**config.mk**
```make
export PLATFORM = sky130hd
export DESIGN_NAME = gfx_dbuf
export DESIGN_NICKNAME = d
export VERILOG_FILES = /design/src/source/gfx_pkg.sv /design/src/source/gfx_write_decode.sv /design/src/source/fb_dbuf_memory.sv /design/src/source/vga_pixel_stream.sv /design/src/source/gfx_dbuf.sv
export SDC_FILE = /design/constraint.sdc
export NUM_CORES = 2
export LEC_CHECK = 0
export BUFFER_PORTS_ARGS = -buffer_cell sky130_fd_sc_hd__buf_2
export CAP_MARGIN = 10
export CELL_PAD_IN_SITES_DETAIL_PLACEMENT = 1
export CELL_PAD_IN_SITES_GLOBAL_PLACEMENT = 2
export CORE_AREA = 2 2 566 568
export CTS_BUF_LIST = sky130_fd_sc_hd__clkbuf_8 sky130_fd_sc_hd__clkbuf_16
export CTS_CLUSTER_DIAMETER = 30
export DETAILED_ROUTE_END_ITERATION = 8
export DIE_AREA = 0 0 568 570
export MAX_ROUTING_LAYER = met4
export PLACE_DENSITY_LB_ADDON = 0.1
export SYNTH_ARGS = -nofsm -noshare
export SYNTH_HDL_FRONTEND = slang
export SYNTH_SLANG_ARGS = --single-unit
```
**constraint.sdc**
```tcl
create_clock -name clk -period 4.9 [get_ports clk]
set_input_delay 0.245 -clock clk [delete_from_list [all_inputs] [get_ports clk]]
set_output_delay 0.245 -clock clk [all_outputs]
set_load 0.01 [all_outputs]
```
**src/source/gfx_pkg.sv**
```systemverilog
`default_nettype none

package gfx_pkg;

  // colour and meta widths of one stored pixel
  localparam int COLOR_BITS = 4;
  localparam int META_BITS  = 4;
  localparam int PIXEL_BITS = 3 * COLOR_BITS;

  typedef logic [COLOR_BITS-1:0] color_t;
  typedef logic [META_BITS-1:0] meta_t;

  // red in the top bits, meta in the bottom bits
  typedef struct packed {
    color_t red;
    color_t grn;
    color_t blu;
    meta_t  meta;
  } fb_word_t;

  // default raster geometry
  localparam int DEF_H_VISIBLE = 16;
  localparam int DEF_V_VISIBLE = 8;
  localparam int DEF_H_BLANK   = 4;
  localparam int DEF_V_BLANK   = 2;

  // producer hold-off after a swap request, in cycles
  localparam int DEF_SWITCH_HOLD = 8;

endpackage

`default_nettype wire

```
**src/source/gfx_write_decode.sv**
```systemverilog
`timescale 1ns/1ns
`default_nettype none

module gfx_write_decode #(
  parameter int H_VISIBLE   = gfx_pkg::DEF_H_VISIBLE,
  parameter int V_VISIBLE   = gfx_pkg::DEF_V_VISIBLE,
  parameter int SWITCH_HOLD = gfx_pkg::DEF_SWITCH_HOLD,

  localparam int X_BITS    = $clog2(H_VISIBLE) + 1,
  localparam int Y_BITS    = $clog2(V_VISIBLE) + 1,
  localparam int ADDR_BITS = $clog2(H_VISIBLE * V_VISIBLE)
) (
  input  logic                           clk,
  input  logic                           rst_n,
  input  logic [X_BITS-1:0]              gfx_x,
  input  logic [Y_BITS-1:0]              gfx_y,
  input  logic [gfx_pkg::PIXEL_BITS-1:0] gfx_color,
  input  gfx_pkg::meta_t                 gfx_meta,
  input  logic                           gfx_valid,
  input  logic                           mem_switch,
  output logic                           gfx_ready,
  output logic                           wr_en,
  output logic [ADDR_BITS-1:0]           wr_addr,
  output gfx_pkg::fb_word_t              wr_data,
  output logic                           swap
);
  import gfx_pkg::*;

  localparam int HOLD_BITS = (SWITCH_HOLD > 1) ? $clog2(SWITCH_HOLD) : 1;

  logic                 mem_switch_q;
  logic                 switch_rise;
  logic                 holding;
  logic [HOLD_BITS-1:0] hold_cnt;
  logic                 hold_last;
  logic                 accept;
  logic                 in_range;
  logic [ADDR_BITS-1:0] lin_addr;

  assign switch_rise = mem_switch && !mem_switch_q;
  assign hold_last   = holding && (hold_cnt == HOLD_BITS'(SWITCH_HOLD - 1));

  // producer is held off for the whole swap window
  assign gfx_ready = !holding;
  assign swap      = hold_last;

  assign accept   = gfx_valid && gfx_ready;
  assign in_range = (int'(gfx_x) < H_VISIBLE) && (int'(gfx_y) < V_VISIBLE);
  assign lin_addr = ADDR_BITS'(int'(gfx_y) * H_VISIBLE + int'(gfx_x));

  always_ff @(posedge clk) begin
    if (!rst_n) begin
      mem_switch_q <= 1'b0;
    end else begin
      mem_switch_q <= mem_switch;
    end
  end

  // a new rising edge only starts a hold when none is running
  always_ff @(posedge clk) begin
    if (!rst_n) begin
      holding  <= 1'b0;
      hold_cnt <= '0;
    end else if (!holding) begin
      if (switch_rise) begin
        holding  <= 1'b1;
        hold_cnt <= '0;
      end
    end else if (hold_last) begin
      holding <= 1'b0;
    end else begin
      hold_cnt <= hold_cnt + 1'b1;
    end
  end

  // off-screen pixels are accepted but never reach the memory
  always_ff @(posedge clk) begin
    if (!rst_n) begin
      wr_en <= 1'b0;
    end else begin
      wr_en <= accept && in_range;
    end
  end

  always_ff @(posedge clk) begin
    if (accept) begin
      wr_addr      <= lin_addr;
      wr_data.red  <= gfx_color[3*COLOR_BITS-1 -: COLOR_BITS];
      wr_data.grn  <= gfx_color[2*COLOR_BITS-1 -: COLOR_BITS];
      wr_data.blu  <= gfx_color[COLOR_BITS-1:0];
      wr_data.meta <= gfx_meta;
    end
  end

endmodule

`default_nettype wire

```
**src/source/fb_dbuf_memory.sv**
```systemverilog
`timescale 1ns/1ns
`default_nettype none

module fb_dbuf_memory #(
  parameter int H_VISIBLE = gfx_pkg::DEF_H_VISIBLE,
  parameter int V_VISIBLE = gfx_pkg::DEF_V_VISIBLE,

  localparam int ADDR_BITS = $clog2(H_VISIBLE * V_VISIBLE)
) (
  input  logic                 clk,
  input  logic                 rst_n,
  input  logic                 wr_en,
  input  logic [ADDR_BITS-1:0] wr_addr,
  input  gfx_pkg::fb_word_t    wr_data,
  input  logic                 swap,
  input  logic [ADDR_BITS-1:0] rd_addr,
  output gfx_pkg::fb_word_t    rd_data
);
  import gfx_pkg::*;

  localparam int DEPTH = H_VISIBLE * V_VISIBLE;

  fb_word_t bank0_mem [DEPTH];
  fb_word_t bank1_mem [DEPTH];

  // 0 means bank 0 is on screen
  logic     front_sel;
  logic     wr_bank0;
  logic     wr_bank1;
  fb_word_t rd_bank0;
  fb_word_t rd_bank1;

  // writes always land in the back bank
  assign wr_bank0 = wr_en && front_sel;
  assign wr_bank1 = wr_en && !front_sel;

  // the old select still applies to a write on the swap edge
  always_ff @(posedge clk) begin
    if (!rst_n) begin
      front_sel <= 1'b0;
    end else if (swap) begin
      front_sel <= !front_sel;
    end
  end

  always_ff @(posedge clk) begin
    if (wr_bank0) begin
      bank0_mem[wr_addr] <= wr_data;
    end
  end

  always_ff @(posedge clk) begin
    if (wr_bank1) begin
      bank1_mem[wr_addr] <= wr_data;
    end
  end

  assign rd_bank0 = bank0_mem[rd_addr];
  assign rd_bank1 = bank1_mem[rd_addr];

  // one cycle read latency from the front bank
  always_ff @(posedge clk) begin
    rd_data <= front_sel ? rd_bank1 : rd_bank0;
  end

endmodule

`default_nettype wire

```
**src/source/vga_pixel_stream.sv**
```systemverilog
`timescale 1ns/1ns
`default_nettype none

module vga_pixel_stream #(
  parameter int H_VISIBLE = gfx_pkg::DEF_H_VISIBLE,
  parameter int V_VISIBLE = gfx_pkg::DEF_V_VISIBLE,
  parameter int H_BLANK   = gfx_pkg::DEF_H_BLANK,
  parameter int V_BLANK   = gfx_pkg::DEF_V_BLANK,

  localparam int ADDR_BITS = $clog2(H_VISIBLE * V_VISIBLE)
) (
  input  logic                 clk,
  input  logic                 rst_n,
  input  logic                 vga_enable,
  input  gfx_pkg::fb_word_t    rd_data,
  output logic [ADDR_BITS-1:0] rd_addr,
  output gfx_pkg::color_t      vga_red,
  output gfx_pkg::color_t      vga_grn,
  output gfx_pkg::color_t      vga_blu,
  output gfx_pkg::meta_t       vga_meta,
  output logic                 vga_valid,
  output logic                 vga_hsync,
  output logic                 vga_vsync,
  output logic                 frame_start
);
  import gfx_pkg::*;

  localparam int H_TOTAL = H_VISIBLE + H_BLANK;
  localparam int V_TOTAL = V_VISIBLE + V_BLANK;
  localparam int H_BITS  = $clog2(H_TOTAL);
  localparam int V_BITS  = $clog2(V_TOTAL);

  logic [H_BITS-1:0]    h_cnt;
  logic [V_BITS-1:0]    v_cnt;
  logic [ADDR_BITS-1:0] addr_cnt;
  logic                 h_last;
  logic                 v_last;
  logic                 visible;
  logic                 hsync_win;
  logic                 vsync_win;

  // first pipeline stage, in step with the memory read
  logic                 s1_valid;
  logic                 s1_hsync;
  logic                 s1_vsync;
  logic                 s1_frame;
  fb_word_t             pix_q;

  assign h_last  = (h_cnt == H_BITS'(H_TOTAL - 1));
  assign v_last  = (v_cnt == V_BITS'(V_TOTAL - 1));
  assign visible = (int'(h_cnt) < H_VISIBLE) && (int'(v_cnt) < V_VISIBLE);

  // hsync covers the first two blank positions of each line
  assign hsync_win = (int'(h_cnt) >= H_VISIBLE) && (int'(h_cnt) < H_VISIBLE + 2);
  assign vsync_win = (int'(v_cnt) == V_VISIBLE);

  assign rd_addr = addr_cnt;

  // raster counters and the running read address only move when enabled
  always_ff @(posedge clk) begin
    if (!rst_n) begin
      h_cnt    <= '0;
      v_cnt    <= '0;
      addr_cnt <= '0;
    end else if (vga_enable) begin
      if (h_last) begin
        h_cnt <= '0;
        v_cnt <= v_last ? '0 : v_cnt + 1'b1;
      end else begin
        h_cnt <= h_cnt + 1'b1;
      end
      if (h_last && v_last) begin
        addr_cnt <= '0;
      end else if (visible) begin
        addr_cnt <= addr_cnt + 1'b1;
      end
    end
  end

  always_ff @(posedge clk) begin
    if (!rst_n) begin
      s1_valid    <= 1'b0;
      s1_hsync    <= 1'b0;
      s1_vsync    <= 1'b0;
      s1_frame    <= 1'b0;
      vga_valid   <= 1'b0;
      vga_hsync   <= 1'b0;
      vga_vsync   <= 1'b0;
      frame_start <= 1'b0;
    end else begin
      s1_valid    <= visible && vga_enable;
      s1_hsync    <= hsync_win;
      s1_vsync    <= vsync_win;
      s1_frame    <= visible && vga_enable && (h_cnt == '0) && (v_cnt == '0);
      vga_valid   <= s1_valid;
      vga_hsync   <= s1_hsync;
      vga_vsync   <= s1_vsync;
      frame_start <= s1_frame;
    end
  end

  always_ff @(posedge clk) begin
    pix_q <= rd_data;
  end

  // blank pixels are driven as black
  assign vga_red  = vga_valid ? pix_q.red : '0;
  assign vga_grn  = vga_valid ? pix_q.grn : '0;
  assign vga_blu  = vga_valid ? pix_q.blu : '0;
  assign vga_meta = vga_valid ? pix_q.meta : '0;

endmodule

`default_nettype wire

```
**src/source/gfx_dbuf.sv**
```systemverilog
`timescale 1ns/1ns
`default_nettype none

module gfx_dbuf #(
  parameter int H_VISIBLE   = gfx_pkg::DEF_H_VISIBLE,
  parameter int V_VISIBLE   = gfx_pkg::DEF_V_VISIBLE,
  parameter int H_BLANK     = gfx_pkg::DEF_H_BLANK,
  parameter int V_BLANK     = gfx_pkg::DEF_V_BLANK,
  parameter int SWITCH_HOLD = gfx_pkg::DEF_SWITCH_HOLD,

  localparam int X_BITS    = $clog2(H_VISIBLE) + 1,
  localparam int Y_BITS    = $clog2(V_VISIBLE) + 1,
  localparam int ADDR_BITS = $clog2(H_VISIBLE * V_VISIBLE)
) (
  input  logic                           clk,
  input  logic                           rst_n,
  input  logic                           mem_switch,
  input  logic [X_BITS-1:0]              gfx_x,
  input  logic [Y_BITS-1:0]              gfx_y,
  input  logic [gfx_pkg::PIXEL_BITS-1:0] gfx_color,
  input  gfx_pkg::meta_t                 gfx_meta,
  input  logic                           gfx_valid,
  output logic                           gfx_ready,
  output logic                           gfx_vsync,
  input  logic                           vga_enable,
  output gfx_pkg::color_t                vga_red,
  output gfx_pkg::color_t                vga_grn,
  output gfx_pkg::color_t                vga_blu,
  output gfx_pkg::meta_t                 vga_meta,
  output logic                           vga_valid,
  output logic                           vga_hsync,
  output logic                           vga_vsync
);
  import gfx_pkg::*;

  // producer write path
  logic                 wr_en;
  logic [ADDR_BITS-1:0] wr_addr;
  fb_word_t             wr_data;
  logic                 swap;

  // scan-out read path
  logic [ADDR_BITS-1:0] rd_addr;
  fb_word_t             rd_data;

  gfx_write_decode #(
    .H_VISIBLE  (H_VISIBLE),
    .V_VISIBLE  (V_VISIBLE),
    .SWITCH_HOLD(SWITCH_HOLD)
  ) gfx_write_decode_inst (
    .clk       (clk),
    .rst_n     (rst_n),
    .gfx_x     (gfx_x),
    .gfx_y     (gfx_y),
    .gfx_color (gfx_color),
    .gfx_meta  (gfx_meta),
    .gfx_valid (gfx_valid),
    .mem_switch(mem_switch),
    .gfx_ready (gfx_ready),
    .wr_en     (wr_en),
    .wr_addr   (wr_addr),
    .wr_data   (wr_data),
    .swap      (swap)
  );

  fb_dbuf_memory #(
    .H_VISIBLE(H_VISIBLE),
    .V_VISIBLE(V_VISIBLE)
  ) fb_dbuf_memory_inst (
    .clk    (clk),
    .rst_n  (rst_n),
    .wr_en  (wr_en),
    .wr_addr(wr_addr),
    .wr_data(wr_data),
    .swap   (swap),
    .rd_addr(rd_addr),
    .rd_data(rd_data)
  );

  // frame start goes back to the producer as its vsync
  vga_pixel_stream #(
    .H_VISIBLE(H_VISIBLE),
    .V_VISIBLE(V_VISIBLE),
    .H_BLANK  (H_BLANK),
    .V_BLANK  (V_BLANK)
  ) vga_pixel_stream_inst (
    .clk        (clk),
    .rst_n      (rst_n),
    .vga_enable (vga_enable),
    .rd_data    (rd_data),
    .rd_addr    (rd_addr),
    .vga_red    (vga_red),
    .vga_grn    (vga_grn),
    .vga_blu    (vga_blu),
    .vga_meta   (vga_meta),
    .vga_valid  (vga_valid),
    .vga_hsync  (vga_hsync),
    .vga_vsync  (vga_vsync),
    .frame_start(gfx_vsync)
  );

endmodule

`default_nettype wire

```
==> results.yml <==
layout:
  num-nets-final: 8679
  syn2layout_area_growth_pct: 22.7
  final-instance-count-excl-fill: 13600
  drive_gt1_share_pct: 30.4
yosys:
  ys_async_sr_fraction_pct: 0
  ys_warn_count: 0
  syn_inst: 7575
  synthFlopType: "edfxtp_1"
  netlist.area_leader.share_pct: 76.7
  synth_nets: 7612
  syn_area_per_cell_um2: 21.3
  seq_area_frac_synth_pct: 77.5
  syn_area_um2: 161000
  synth_most_common_cell: "edfxtp_1"
  ys_top_cells_by_count: "4119 x edfxtp_1, 799 x mux4_2, 535 x mux2i_1"
  synth_edf_count: 4119
  ys_types: 65
  synthTopCellsByArea: "edfxtp_1 77%, mux4_2 11%, mux2i_1 3.3%, o221ai_1 0.92%, nor2_1 0.90%"
  yosysTopAreaCell: "edfxtp_1"
  synth_seq_cells: 4189
power_and_ir_drop:
  leakagePower_nw: 64.5
  p_per_area_nw_per_um2: 498
  ir_drop_mv: 0.410
placed_design:
  port_buffers: 50
  dp_cells: 12000
  gp_congestion: 0.864
  dp_hpwl_um: 287000
global_route:
  grt.met1_usage_pct: 41.3
  grt_use_total_pct: 31.1
  grt_max_degree: 160
  top_usage_layer: "met2"
  antenna_found_initial: 19
  grt_overflow: 0
  grt_use_met2_pct: 48.8
  grt_pass1_vias: 90100
  grt_use_met3_pct: 5.47
  grt_pass1_wl_um: 692000
clock_tree:
  cts_buffer_depth: 4
  clockRootBuffer: "clkbuf_16"
  post_cts_buffers: 0
  cts_buffers: 806
  cts_resized: 0
  clk_pin_slew_ns: 0.05
  insertion_delay_ns: 1.08
  cts.sinks: 4189
  cts_tree: "built"
  htreeDepth: 6
hold_path:
  hp-class: "primary input to register"
floorplanning:
  initial_core_util_pct: 50.8
  row_count: 207
  die_h_um: 570
  die_x_um: 568
  dieArea_um2: 324000
  num_io_pins: 51
  core-area_um2: 317000
detailed_routing:
  via_count: 85400
  route.detailed.drc: 0
  drt-pass1-iter-count: 5
  ant_nets: 0
  finalWirelength_um: 488000
  avgViaCountPerCell: 6.30
  wl_per_cell_um: 36.0
  drt-initial-drc-count: 9966
run_status:
  outcome: "complete, no violations"
setup_path:
  path_class: "register to register"
  required_ns: 5.78
  end_kind: "register"
  worstSetupStartpointType: "register"
  arrival_ns: 5.41
  worstPathMaxFanout: 22
timing:
  finalSetupViolCount: 0
  fin_setup_tns_ns: 0
  tightest_slew_ns: 1.44
  hold_violations: 0
  slew-limit-headroom_pct: 4.19
  min_period_ns: 4.53
  drv_slew: 0
  rsz0062_at_grt: "false"
  timing.fmax_mhz: 221
  fin_worst_skew_ns: 0.0469
  period_share_pct: 92.5
run:
  cap_violations: 0
==> worst max-delay path, cell delays in order (launching register included) <==
cell and delay (ns):
dfxtp_4 0.69, buf_12 0.31, buf_12 0.26, buf_12 0.25, mux4_2 0.51, a22o_1 0.24
a221oi_1 0.49, o22ai_1 0.29, nor3_1 1.14, nor4_1 0.07
==> layout by cell type (no fill, tap or decap), types with 63 or more instances in the layout <==
master / count
clkinvlp_4: 98
buf_12: 69
nor3_1: 143
mux4_2: 799
buf_4: 518
dfxtp_1: 63
edfxtp_1: 4119
clkinv_4: 64
o221ai_1: 169
bufinv_16: 104
o22ai_1: 184
clkinv_2: 133
inv_1: 95
clkbuf_16: 812
nor2_1: 366
mux2i_1: 535
clkinv_1: 112
a21oi_1: 130
nand2_1: 75
==> report_power, final <==
group | switching (mW) | internal [mW] | total [mW]
Sequential | 0.110 | 39.6 | 39.7
Clock | 19.4 | 35.9 | 55.3
Combinational | 2.31 | 1.33 | 3.64
==> cells by family (layout without fill, tap and decap cells) <==
kind of cell	Yosys count	count (layout)	share of synthesized area, %
flops	4189	4189	77.5
mux	1388	1388	15.1
simple gates	831	831	2.43
compound gates	694	694	3.06
buf+inv	454	2225	1.74
xor+xnor	12	12	0.0651
fa+ha+maj	7	7	0.0543
other cells	0	32	0
==> per-layer routing <==
layer / share of wire [%] / up-vias
li1: - / 34400
met1: 40 / 46200
met2: 49 / 3873
met3: 7.4 / 804
met4: 3.8 / 0
met5: 0 / -
==> worst paths after layout <==
path	from	slack [ns]	endpoint	cells past startpoint
worst min-delay path	mem_switch	0.12	gfx_write_decode_inst.holding	4
worst max-delay path	register	0.37	fb_dbuf_memory_inst.rd_data[9]	9
worst min register to register	fb_dbuf_memory_inst.rd_data[11]	0.33	vga_pixel_stream_inst.pix_q[11]	0
worst max register to register	register	0.37	fb_dbuf_memory_inst.rd_data[9]	9
==> registers in the layout (all words and copies together), names as in the netlist, 3 cells and up, named ones only <==
name                            cells
vga_pixel_stream_inst.h_cnt         5
fb_dbuf_memory_inst.rd_data        16
vga_pixel_stream_inst.pix_q        16
fb_dbuf_memory_inst.bank1_mem    2048
vga_pixel_stream_inst.v_cnt         4
gfx_write_decode_inst.wr_addr       7
gfx_write_decode_inst.hold_cnt      3
gfx_write_decode_inst.wr_data      16
vga_pixel_stream_inst.rd_addr       7
fb_dbuf_memory_inst.bank0_mem    2048
==> what timing repair did <==
item,in CTS,in global routing
hold buffers,60,0
hold endpoints to repair,82,0
setup endpoints to repair,0,0
==> stage by stage <==
| step | util [%] | total power [mW] | setup slack [ns] | hold WS (ns) | area [µm²] |
|---|---|---|---|---|---|
| after global placement | 53.4 | 43.8 | -1.20 | 0.332 | 169000 |
| final | 62.4 | 98.6 | 0.370 | 0.122 | 198000 |
| after global routing | 62.4 | 101 | 0.258 | 0.156 | 198000 |
| after floorplan | - | 42.7 | 0.854 | 0.310 | 161000 |
| after detailed placement | 53.4 | 43.9 | 0.438 | 0.319 | 170000 |
| after CTS | 62.4 | 99.1 | 0.386 | 0.0450 | 198000 |
==> area by class of cell <==
| class | count | area [µm²] |
|---|---|---|
| clock inverter | 690 | 7240 |
| fill | 25600 | 119000 |
| antenna | 32 | 80.1 |
| timing repair buffer | 704 | 6170 |
| clock buffer | 822 | 20500 |
| inverter | 9 | 46.3 |
| multi-input combinational | 2932 | 33600 |
| sequential | 4189 | 125000 |
| tap | 4180 | 5230 |
No activity file was read; power rests on OpenSTA's default activity.
